## config.mk

```make
export PLATFORM = sky130hd
export DESIGN_NAME = ctr_top
export DESIGN_NICKNAME = d
export VERILOG_FILES = /design/src/logic/ctr_data_pkg.sv /design/src/logic/ctr_ctrl_pkg.sv /design/src/logic/ctr_req_gate.sv /design/src/logic/ctr_fsm.sv /design/src/logic/ctr_reg.sv /design/src/logic/ctr_top.sv
export VERILOG_INCLUDE_DIRS = /design/src /design/src/logic
export SDC_FILE = /design/constraint.sdc
export NUM_CORES = 1
export LEC_CHECK = 0
export BUFFER_PORTS_ARGS = -buffer_cell sky130_fd_sc_hd__buf_2
export CELL_PAD_IN_SITES_DETAIL_PLACEMENT = 2
export CELL_PAD_IN_SITES_GLOBAL_PLACEMENT = 2
export CORE_ASPECT_RATIO = 1.2
export CORE_UTILIZATION = 33
export CTS_CLUSTER_SIZE = 20
export DETAILED_ROUTE_END_ITERATION = 16
export HOLD_SLACK_MARGIN = 0.05
export MAX_ROUTING_LAYER = met4
export PLACE_DENSITY_LB_ADDON = 0.1
export SLEW_MARGIN = 30
export SYNTH_ARGS = -nofsm -noshare
export SYNTH_HDL_FRONTEND = slang
export SYNTH_SLANG_ARGS = --single-unit
```

## constraint.sdc

```tcl
create_clock -name clk_i -period 9.1 [get_ports clk_i]
set_clock_uncertainty 0.1 [all_clocks]
set_input_delay 0.455 -clock clk_i [delete_from_list [all_inputs] [get_ports clk_i]]
set_output_delay 0.455 -clock clk_i [all_outputs]
set_load 0.005 [all_outputs]
```

## src/logic/ctr_macros.svh

```systemverilog
// Counter engine constants
// Slice geometry and credit depth of the slice-serial counter

`ifndef CTR_MACROS_SVH
`define CTR_MACROS_SVH

// One counter slice, a 16-bit word
`define CTR_SLICE_W 16

// Slices per counter, must be a power of two
`define CTR_NUM_SLICES 8

// Full counter width
`define CTR_WIDTH (`CTR_SLICE_W * `CTR_NUM_SLICES)

// Credits after reset, also the pending queue depth
`define CTR_CREDITS 2

`endif

```

## src/logic/ctr_data_pkg.sv

```systemverilog
// Counter engine data types
// Vector typedefs for slices, indices, full values and credit counts

`include "ctr_macros.svh"

package ctr_data_pkg;

  // One slice of the counter
  typedef logic [`CTR_SLICE_W-1:0] ctr_slice_t;

  // Slice index, log2 of the slice count
  typedef logic [$clog2(`CTR_NUM_SLICES)-1:0] ctr_idx_t;

  // Whole 128-bit counter
  typedef logic [`CTR_WIDTH-1:0] ctr_value_t;

  // Pending queue count
  // Holds 0 up to CTR_CREDITS
  typedef logic [$clog2(`CTR_CREDITS+1)-1:0] ctr_credit_t;

endpackage

```

## src/logic/ctr_ctrl_pkg.sv

```systemverilog
// Counter engine control encodings
// Sparse FSM state codes and sparse increment command

package ctr_ctrl_pkg;

  // FSM state, 6-bit sparse codes
  // Pairwise Hamming distance is 3 or more
  //   IDLE  vs INCR  : 5
  //   IDLE  vs ERROR : 4
  //   INCR  vs ERROR : 3
  typedef enum logic [5:0] {
    CTR_IDLE  = 6'b011100,
    CTR_INCR  = 6'b101011,
    CTR_ERROR = 6'b110001
  } ctr_state_e;

  // Increment command vector
  typedef logic [3:0] ctr_cmd_t;

  // Only valid increment code
  // Anything else with a valid strobe is a multi-rail error
  parameter ctr_cmd_t CTR_CMD_INCR = 4'b1010;

endpackage

```

## src/logic/ctr_req_gate.sv

```systemverilog
// Counter command intake
// Decodes the sparse command, queues pending increments under credit
// flow control, returns credits and raises sticky error flags

`timescale 1ns/1ps

`include "ctr_macros.svh"

module ctr_req_gate import ctr_data_pkg::*, ctr_ctrl_pkg::*; (
  input  logic     clk_i,
  input  logic     rst_ni,
  input  logic     cmd_valid_i,
  input  ctr_cmd_t cmd_i,
  input  logic     ready_i,
  input  logic     done_i,
  output logic     incr_o,
  output logic     incr_err_o,
  output logic     mr_err_o,
  output logic     credit_o
);

  ctr_credit_t count_d, count_q;
  logic        cmd_ok;
  logic        full;
  logic        push;
  logic        pop;
  logic        incr_err_q, mr_err_q;

  //////////////////////////////////////////////////
  // Command decode and queue count
  //////////////////////////////////////////////////

  // Exact match against the sparse code
  assign cmd_ok = (cmd_i == CTR_CMD_INCR);
  assign full   = (count_q == ctr_credit_t'(`CTR_CREDITS));

  // Only good commands into a non-full queue
  assign push = cmd_valid_i && cmd_ok && !full;
  // Increment taken by the FSM
  assign pop  = incr_o && ready_i;

  always_comb begin
    count_d = count_q;
    case ({push, pop})
      2'b10:   count_d = count_q + ctr_credit_t'(1);
      2'b01:   count_d = count_q - ctr_credit_t'(1);
      // Push and pop together leave the count as is
      default: count_d = count_q;
    endcase
  end

  always_ff @(posedge clk_i or negedge rst_ni) begin
    if (!rst_ni) begin
      count_q    <= '0;
      incr_err_q <= 1'b0;
      mr_err_q   <= 1'b0;
    end else begin
      count_q <= count_d;
      // Sticky overflow, command hit a full queue
      if (cmd_valid_i && full) begin
        incr_err_q <= 1'b1;
      end
      // Sticky multi-rail error on a bad code
      if (cmd_valid_i && !cmd_ok) begin
        mr_err_q <= 1'b1;
      end
    end
  end

  //////////////////////////////////////////////////
  // Outputs
  //////////////////////////////////////////////////

  assign incr_o     = (count_q != '0);
  assign incr_err_o = incr_err_q;
  assign mr_err_o   = mr_err_q;
  // One credit back per finished increment
  assign credit_o   = done_i;

  // Credits only come back from a running increment
  credit_busy_a: assert property (@(posedge clk_i) disable iff (!rst_ni)
    done_i |-> !ready_i);

endmodule

```

## src/logic/ctr_fsm.sv

```systemverilog
// Slice-serial counter increment FSM
// Walks the slices from LSB to MSB, adding the carry to one slice per
// cycle, and locks into a terminal error state on any fault

`timescale 1ns/1ps

`include "ctr_macros.svh"

module ctr_fsm import ctr_data_pkg::*, ctr_ctrl_pkg::*; (
  input  logic       clk_i,
  input  logic       rst_ni,

  input  logic       incr_i,
  output logic       ready_o,
  input  logic       incr_err_i,
  input  logic       mr_err_i,
  output logic       alert_o,
  output logic       done_o,

  output ctr_idx_t   slice_idx_o,
  input  ctr_slice_t slice_i,
  output ctr_slice_t slice_o,
  output logic       slice_we_o
);

  ctr_state_e                state_d, state_q;
  ctr_idx_t                  idx_d, idx_q;
  logic                      carry_d, carry_q;
  logic                      err;
  logic                      last;
  logic [`CTR_SLICE_W:0]     sum;

  //////////////////////////////////////////////////
  // Slice adder
  //////////////////////////////////////////////////

  // Read slice plus carry, top bit is the carry out
  assign sum     = {1'b0, slice_i} + (`CTR_SLICE_W+1)'(carry_q);
  assign slice_o = sum[`CTR_SLICE_W-1:0];

  assign err  = incr_err_i || mr_err_i;
  assign last = (idx_q == ctr_idx_t'(`CTR_NUM_SLICES - 1));

  //////////////////////////////////////////////////
  // Next state and outputs
  //////////////////////////////////////////////////

  always_comb begin
    // Defaults
    ready_o    = 1'b0;
    slice_we_o = 1'b0;
    done_o     = 1'b0;
    alert_o    = 1'b0;
    state_d    = state_q;
    idx_d      = idx_q;
    carry_d    = carry_q;

    case (state_q)
      CTR_IDLE: begin
        ready_o = 1'b1;
        if (incr_i) begin
          // Start at slice 0, increment by one
          idx_d   = '0;
          carry_d = 1'b1;
          state_d = CTR_INCR;
        end
      end

      CTR_INCR: begin
        idx_d      = idx_q + ctr_idx_t'(1);
        carry_d    = sum[`CTR_SLICE_W];
        slice_we_o = 1'b1;
        done_o     = last;
        if (last) begin
          state_d = CTR_IDLE;
        end
      end

      CTR_ERROR: begin
        // Terminal, only reset leaves
        alert_o = 1'b1;
      end

      default: begin
        // Corrupted state code
        alert_o = 1'b1;
        state_d = CTR_ERROR;
      end
    endcase

    // Any flagged error forces the terminal state
    // No write or credit once a flag is up
    if (err) begin
      state_d    = CTR_ERROR;
      slice_we_o = 1'b0;
      done_o     = 1'b0;
    end
  end

  always_ff @(posedge clk_i or negedge rst_ni) begin
    if (!rst_ni) begin
      state_q <= CTR_IDLE;
      idx_q   <= '0;
      carry_q <= 1'b0;
    end else begin
      state_q <= state_d;
      idx_q   <= idx_d;
      carry_q <= carry_d;
    end
  end

  assign slice_idx_o = idx_q;

  // Without a flagged error the FSM sits in a working state
  state_valid_a: assert property (@(posedge clk_i) disable iff (!rst_ni)
    !err |-> state_q inside {CTR_IDLE, CTR_INCR});

endmodule

```

## src/logic/ctr_reg.sv

```systemverilog
// Counter storage
// Slice registers loaded whole from outside or written one slice
// at a time by the increment FSM

`timescale 1ns/1ps

`include "ctr_macros.svh"

module ctr_reg import ctr_data_pkg::*; (
  input  logic       clk_i,
  input  logic       rst_ni,
  input  logic       load_i,
  input  ctr_value_t load_value_i,
  input  logic       idle_i,
  input  ctr_idx_t   slice_idx_i,
  input  logic       slice_we_i,
  input  ctr_slice_t slice_wdata_i,
  output ctr_slice_t slice_rdata_o,
  output ctr_value_t value_o
);

  ctr_slice_t slices_q [`CTR_NUM_SLICES];

  //////////////////////////////////////////////////
  // Slice array
  //////////////////////////////////////////////////

  always_ff @(posedge clk_i or negedge rst_ni) begin
    if (!rst_ni) begin
      for (int i = 0; i < `CTR_NUM_SLICES; i++) begin
        slices_q[i] <= '0;
      end
    end else if (load_i) begin
      // Whole counter in one cycle
      for (int i = 0; i < `CTR_NUM_SLICES; i++) begin
        slices_q[i] <= load_value_i[i*`CTR_SLICE_W +: `CTR_SLICE_W];
      end
    end else if (slice_we_i) begin
      slices_q[slice_idx_i] <= slice_wdata_i;
    end
  end

  // Selected slice back to the FSM adder
  assign slice_rdata_o = slices_q[slice_idx_i];

  // Flatten, slice 0 is the LSB
  always_comb begin
    for (int i = 0; i < `CTR_NUM_SLICES; i++) begin
      value_o[i*`CTR_SLICE_W +: `CTR_SLICE_W] = slices_q[i];
    end
  end

  // Loads only land on an idle engine
  load_idle_a: assert property (@(posedge clk_i) disable iff (!rst_ni)
    load_i |-> idle_i);

  // Load never races a slice write
  load_we_excl_a: assert property (@(posedge clk_i) disable iff (!rst_ni)
    !(load_i && slice_we_i));

endmodule

```

## src/logic/ctr_top.sv

```systemverilog
// Counter engine top level
// Command gate, slice-serial FSM and counter storage

`timescale 1ns/1ps

module ctr_top import ctr_data_pkg::*, ctr_ctrl_pkg::*; (
  input  logic       clk_i,
  input  logic       rst_ni,
  input  logic       cmd_valid_i,
  input  ctr_cmd_t   cmd_i,
  input  logic       load_i,
  input  ctr_value_t load_value_i,
  output logic       credit_o,
  output logic       alert_o,
  output logic       idle_o,
  output ctr_value_t ctr_value_o
);

  // Gate to FSM
  logic       incr, ready, done;
  logic       incr_err, mr_err;
  // FSM to storage
  ctr_idx_t   slice_idx;
  ctr_slice_t slice_wdata, slice_rdata;
  logic       slice_we;

  ctr_req_gate i_gate (
    .clk_i,
    .rst_ni,
    .cmd_valid_i,
    .cmd_i,
    .ready_i    (ready),
    .done_i     (done),
    .incr_o     (incr),
    .incr_err_o (incr_err),
    .mr_err_o   (mr_err),
    .credit_o
  );

  ctr_fsm i_fsm (
    .clk_i,
    .rst_ni,
    .incr_i      (incr),
    .ready_o     (ready),
    .incr_err_i  (incr_err),
    .mr_err_i    (mr_err),
    .alert_o,
    .done_o      (done),
    .slice_idx_o (slice_idx),
    .slice_i     (slice_rdata),
    .slice_o     (slice_wdata),
    .slice_we_o  (slice_we)
  );

  ctr_reg i_reg (
    .clk_i,
    .rst_ni,
    .load_i,
    .load_value_i,
    .idle_i        (ready),
    .slice_idx_i   (slice_idx),
    .slice_we_i    (slice_we),
    .slice_wdata_i (slice_wdata),
    .slice_rdata_o (slice_rdata),
    .value_o       (ctr_value_o)
  );

  // Idle is the FSM ready
  assign idle_o = ready;

endmodule

```

==> flow_metrics.env, run 1 <==
export IMPL_status="finished, final reports clean"
export IMPL_synth_edff_count=0
export IMPL_route_antenna_remaining_nets=0
export IMPL_slew_violations=0
export IMPL_die_area_mm2=0.0249
export IMPL_fin_crit_ps=3940
export IMPL_worst_ep_arrival_time_ps=4110
export IMPL_wirelength_mm=32.9
export IMPL_clock_latency_ps=430
export IMPL_ys_seq_area_share_pct=44.1
export IMPL_grtUsageTotal_pct=28.2
export IMPL_final_common_cell="buf_2"
export IMPL_dr_pass1_iters=4
export IMPL_total_power_mw=1.80
export IMPL_timing_setup_tns_ps=0
export IMPL_vdd_drop_max_mv=0.130
export IMPL_grt_busiest_layer="met2"
export IMPL_num_rows=62
export IMPL_async_flop_share_pct=100
export IMPL_grt_max_degree=91
export IMPL_dp_cells=1363
export IMPL_p_leak_nw=4.67
export IMPL_cts_buffers=17
export IMPL_dp_hpwl_mm=23.5
export IMPL_clk_pin_slew_ps=70
export IMPL_max_freq_mhz=254
export IMPL_path_class="reg2reg"
export IMPL_crit_chain="buf_4 > mux4_2 > nand2_1 > nand2_1 > ha_1 > o2111a_1 > xor2_1 > nor2_1 > a21oi_1 > o21ai_0"
export IMPL_drtIter0Drc=417
export IMPL_clock_sinks=141
export IMPL_mostFrequentLayoutCells="buf_2 (264), nand2_1 (180), dfrtp_1 (136)"
export IMPL_start_util_pct=33.5
export IMPL_use_met3_pct=4.60
export IMPL_worst_slew_pin_slew_ps=1070
export IMPL_slowest_stage="dfrtp_2"
export IMPL_endpoint_kind="flop"
export IMPL_overflow=0
export IMPL_finalHoldViolations=0
export IMPL_dpl_worst_slack_ps=5160
export IMPL_dr_total_vias=7707
export IMPL_synth_top_area_cell="dfrtp_1"
export IMPL_coreArea_mm2=0.0239
export IMPL_r2r_slack_ps=5160
export IMPL_cts_tree="yes"
export IMPL_use_met1_pct=35.1
export IMPL_area_growth_pct=28.0
export IMPL_slowest_delay_ps=740
export IMPL_cp_common_cell="nand2_1"
export IMPL_avgSynthCellArea_um2=9.75
export IMPL_whs_endpoint="i_reg.value_o[28]"
export IMPL_drive_gt1_share_pct=34.1
export IMPL_stdcell_count=1398
export IMPL_htreeDepth=4
export IMPL_routedWlPerCell_um=23.6
export IMPL_r2r_end="i_reg.value_o[4]"
export IMPL_hold_depth=3
export IMPL_antenna_found_initial=0
export IMPL_hold_slack_ps=133
export IMPL_layout_nets=1205
export IMPL_ys_flop_type="dfrtp_1"
export IMPL_crit_family="flip-flops"
export IMPL_yosysUniqueCellTypes=62
export IMPL_netlist_area_mm2=0.00800
export IMPL_ys_ff_latch=141
export IMPL_grt_pass1_vias=8348
export IMPL_cp_max_fo=33
export IMPL_max_slew_margin_pct=28.4
export IMPL_period_share_pct=43.3
export IMPL_hp_start="load_value_i[28]"
export IMPL_cp_required_ps=9270
export IMPL_ctsRootBufferMaster="clkbuf_16"
export IMPL_pin_count=267
export IMPL_synth_area_top_cells="dfrtp_1 (43%), nand2_1 (8.4%), mux2i_1 (5.8%)"
export IMPL_gp_congestion=0.814
export IMPL_route_detailed_drc=0
export IMPL_place_area_mm2=0.00956
export IMPL_die_h_um=173
export IMPL_p_per_area_mw_per_mm2=176
export IMPL_syn_nets=962
export IMPL_post_cts_resized=0
export IMPL_start_kind="flop"
export IMPL_grt_pass1_wl_mm=50.3
export IMPL_die_w_um=144
export IMPL_final_util_pct=42.9
export IMPL_ff2ff_path_depth=10
export IMPL_rsz0062_at_grt="false"
export IMPL_final_area_mm2=0.0102
export IMPL_postSynthCellCount=821
export IMPL_cts_max_path_buffers=2
export IMPL_io_buffers=266
export IMPL_synth_top_area_share_pct=43.1
export IMPL_reg2reg_from="i_fsm.slice_idx_o[0]"
export IMPL_cap_violations=0
export IMPL_met2_usage_pct=46.7
export IMPL_holdCritPathClass="in2reg"
export IMPL_path_buf_inv=1
export IMPL_setup_ws_ps=5160
export IMPL_viasPerCell=5.51
export IMPL_setup_violations=0
export IMPL_ys_warn_count=0
## metal layers
layer / share of wire [%] / vias to the layer above
met5: 0 / -
li1: - / 3439
met4: 2.3 / 0
met3: 5.1 / 47
met1: 42 / 3983
met2: 51 / 238
## worst register-to-register path: stages, from the launching register on
cell and delay [ps]:
dfrtp_2 740, buf_4 600, mux4_2 590, nand2_1 90
nand2_1 90, ha_1 210, o2111a_1 210, xor2_1 740
nor2_1 140, a21oi_1 180, o21ai_0 100
## where the power goes
group / internal, mW / switching, mW / leakage, nW
sequential: 0.684 / 0.0575 / 1.68
clock: 0.494 / 0.288 / 0.315
combinational: 0.127 / 0.151 / 2.68
total: 1.31 / 0.496 / 4.67
## flip-flops by register name, indices dropped and copies added, names as in the netlist
name	flops
i_fsm.carry_q	1
i_fsm.slice_idx_o	3
i_fsm.state_q	5
i_gate.count_q	2
i_gate.incr_err_o	1
i_gate.mr_err_o	1
i_reg.value_o	128
## logic make-up (layout without fill, tap and decap cells)
| family | count (synthesis) | in the layout | share of synthesized area [%] |
|---|---|---|---|
| multiplexers | 84 | 84 | 15.4 |
| AO/OA/AOI/OAI | 205 | 205 | 15.3 |
| XOR/XNOR | 18 | 18 | 2.91 |
| buffers and inverters | 58 | 314 | 3.56 |
| adder cells (fa/ha/maj) | 5 | 5 | 0.782 |
| flip-flops | 141 | 141 | 44.1 |
| other | 0 | 1 | 0 |
| AND/OR/NAND/NOR | 310 | 310 | 17.9 |
## what timing repair did
action | CTS | global route
setup buffers | 0 | 0
endpoints found under the hold margin | 72 | 0
hold buffers | 1 | 0
## final cells by class
cell class,instances,area (um^2)
fill,2758,13600
multi-input combinational,622,4200
sequential,141,3530
timing repair buffer,277,1440
clock buffer,21,450
tap,320,400
clock inverter,11,191
inverter,5,18.8
antenna,1,2.50
## synth_stat cells (2+ instances only)
master and n:
xor2_2 3, a221oi_1 2, buf_12 2, buf_1 2
a22o_1 3, dfstp_2 3, xor2_1 7, inv_1 5
xnor2_4 2, dfrtp_1 138, nand3b_1 2, o21ai_0 62
nand3_1 17, buf_2 4, buf_4 3, nand3_2 2
nand2_1 180, nand4b_1 2, and3_1 5, o221ai_1 35
xnor2_1 4, ha_1 5, o21ai_1 9, mux2i_1 46
xnor2_2 2, nand4_1 2, mux2_2 10, and2_1 5
mux4_2 20, nor3_2 2, nor3_1 11, mux4_1 7
nor2b_1 27, o21bai_1 2, nor2_1 42, clkbuf_1 40
a21oi_1 82, a31oi_1 2
## worst max-delay path by stage
| stage | startpoint | endpoint | slack, ps | cells past startpoint |
|---|---|---|---|---|
| global placement | i_fsm.slice_idx_o[0] | i_reg.value_o[53] | 5280 | 10 |
| floorplan | i_fsm.slice_idx_o[0] | i_reg.value_o[101] | 6000 | 14 |
| global route | i_fsm.slice_idx_o[0] | i_reg.value_o[36] | 4870 | 10 |
| CTS | i_fsm.slice_idx_o[0] | i_reg.value_o[4] | 5120 | 10 |
| detailed placement | i_fsm.slice_idx_o[0] | i_reg.value_o[4] | 5160 | 10 |
| finish | i_fsm.slice_idx_o[0] | i_reg.value_o[4] | 5160 | 10 |
Note: power is estimated with default switching activity, not from simulation.
==> run 2, diff against run 1 <==
--- a/config.mk
+++ b/config.mk
@@ -10,7 +10,7 @@
 export CELL_PAD_IN_SITES_DETAIL_PLACEMENT = 2
 export CELL_PAD_IN_SITES_GLOBAL_PLACEMENT = 2
 export CORE_ASPECT_RATIO = 1.2
-export CORE_UTILIZATION = 33
+export CORE_UTILIZATION = 27
 export CTS_CLUSTER_SIZE = 20
 export DETAILED_ROUTE_END_ITERATION = 16
 export HOLD_SLACK_MARGIN = 0.05
==> constraint.sdc (replaced) <==
create_clock -name clk_i -period 3.5 [get_ports clk_i]
set_clock_uncertainty 0.1 [all_clocks]
set_input_delay 0.175 -clock clk_i [delete_from_list [all_inputs] [get_ports clk_i]]
set_output_delay 0.175 -clock clk_i [all_outputs]
set_load 0.005 [all_outputs]
==> flow_metrics.env, run 2 (synthesis results as in run 1) <==
export IMPL_path_class="reg2reg"
export IMPL_max_slew_margin_pct=43.4
export IMPL_layout_nets=1368
export IMPL_worst_ep_arrival_time_ps=3290
export IMPL_coreArea_mm2=0.0289
export IMPL_path_buf_inv=2
export IMPL_crit_chain="buf_12 > mux4_1 > and3_1 > o2111a_1 > xor2_1 > buf_4 > nor2_1 > a21oi_1 > o21ai_0"
export IMPL_die_area_mm2=0.0303
export IMPL_finalHoldViolations=0
export IMPL_setup_violations=0
export IMPL_fill_cells=3193
export IMPL_max_freq_mhz=322
export IMPL_die_h_um=191
export IMPL_largest_reg_flops=128
export IMPL_cp_required_ps=3680
export IMPL_dp_hpwl_mm=25.8
export IMPL_ctsRootBufferMaster="clkbuf_16"
export IMPL_mostFrequentLayoutCells="buf_2 (264), nand2_1 (180), dfrtp_1 (136)"
export IMPL_drive_gt1_share_pct=32.0
export IMPL_slowest_stage="mux4_1"
export IMPL_routedWlPerCell_um=22.3
export IMPL_dr_total_vias=8118
export IMPL_grtUsageTotal_pct=25.1
export IMPL_htreeDepth=4
export IMPL_clock_latency_ps=430
export IMPL_wirelength_mm=36.3
export IMPL_cp_max_fo=18
export IMPL_num_rows=68
export IMPL_cts_tree="yes"
export IMPL_cap_violations=0
export IMPL_slowest_delay_ps=670
export IMPL_fin_crit_ps=3110
export IMPL_drtIter0Drc=336
export IMPL_rsz0062_at_grt="false"
export IMPL_overflow=0
export IMPL_start_util_pct=27.7
export IMPL_die_w_um=159
export IMPL_grt_pass1_vias=9092
export IMPL_start_kind="flop"
export IMPL_setup_ws_ps=390
export IMPL_crit_family="multiplexers"
export IMPL_status="finished, final reports clean"
export IMPL_route_detailed_drc=0
export IMPL_io_buffers=266
export IMPL_clock_sinks=141
export IMPL_dr_pass1_iters=4
export IMPL_gp_congestion=0.791
export IMPL_cts_setup_buffers=0
export IMPL_worst_slew_pin_slew_ps=848
export IMPL_slew_violations=0
export IMPL_n_antenna_cell=0
export IMPL_timing_setup_tns_ps=0
export IMPL_endpoint_kind="flop"
export IMPL_holdCritPathClass="in2reg"
export IMPL_final_util_pct=40.9
export IMPL_p_per_area_mw_per_mm2=390
export IMPL_cts_buffers=17
export IMPL_route_antenna_remaining_nets=0
export IMPL_dpl_worst_slack_ps=342
export IMPL_antenna_found_initial=0
export IMPL_area_growth_pct=47.8
export IMPL_period_share_pct=88.9
export IMPL_vdd_drop_max_mv=0.193
export IMPL_cts_max_path_buffers=2
export IMPL_p_leak_nw=5.35
export IMPL_grt_max_degree=110
export IMPL_post_cts_resized=0
export IMPL_final_common_cell="buf_2"
export IMPL_grt_pass1_wl_mm=55.6
export IMPL_viasPerCell=5.00
export IMPL_clk_pin_slew_ps=70
export IMPL_pin_count=267
## run 2: changes by cell type in the layout (fill, tap and decap cells not counted), sizes merged
cell / change
buf: +32
bufinv: -4
clkbuf: -2
clkinv: -2
clkinvlp: +3
diode: -1
dlygate4sd3: +131
inv: +5
## run 2: layout make-up
class,instances,area [um^2],area share [%]
flip-flops and latches,141,3530,29.9
repair buffers,440,3030,25.6
multi-input cells,622,4190,35.4
clock inverters,13,130,1.10
well taps,385,482,4.07
inverters,5,18.8,0.159
clock buffers,19,443,3.74
## run 2: per-stage QoR
| step | cell area (um^2) | cells | total power [mW] | hold WS (ps) |
|---|---|---|---|---|
| final | 11800 | 1625 | 4.61 | 116 |
| after global routing | 11800 | 1625 | 4.82 | 141 |
| after CTS | 11800 | 1625 | 4.67 | 116 |
| after detailed placement | 9940 | 1461 | 2.70 | 170 |
| after global placement | 9940 | 1461 | 2.69 | 175 |
| after floorplan | 8000 | 821 | 2.26 | -221 |
## run 2: worst paths after layout
path                                 startpoint            endpoint  slack, ps  cells after the start
setup / recovery           i_fsm.slice_idx_o[0]   i_reg.value_o[20]        390                      9
hold / removal                         cmd_i[2]   i_gate.count_q[0]        120                      5
setup reg to reg           i_fsm.slice_idx_o[0]   i_reg.value_o[20]        390                      9
hold reg to reg                 i_gate.mr_err_o     i_gate.mr_err_o        380                      1
max in group asynchronous                rst_ni  i_reg.value_o[104]       2180                      3
min in group asynchronous                rst_ni   i_gate.count_q[1]        260                      2
## run 2: report_power, final
group	switching, mW	leakage (nW)	total, mW	internal, mW
sequential	0.149	1.68	1.93	1.78
clock	0.814	0.273	1.83	1.01
combinational	0.422	3.40	0.859	0.437
## run 2: worst reg2reg max path, cell delays in order (launching register included)
cell      delay [ps]
dfrtp_2          410
buf_12           210
mux4_1           680
and3_1           250
o2111a_1         340
xor2_1           480
buf_4            240
nor2_1            50
a21oi_1          130
o21ai_0           90
## run 2: per-layer routing
| layer | global-route usage (%) | part of all wire (%) | wire [um] |
|---|---|---|---|
| met4 | 5.95 | 1.5 | 554 |
| met5 | - | 0 | 0 |
| met2 | 44.3 | 52 | 18800 |
| met1 | 29.8 | 43 | 15400 |
| met3 | 4.18 | 4.0 | 1440 |
## run 2: repair_timing
| action | 4_1_cts | 5_1_grt |
|---|---|---|
| endpoints found under the hold margin | 202 | 0 |
| hold buffers | 132 | 0 |
| endpoints found under the setup margin | 0 | 0 |
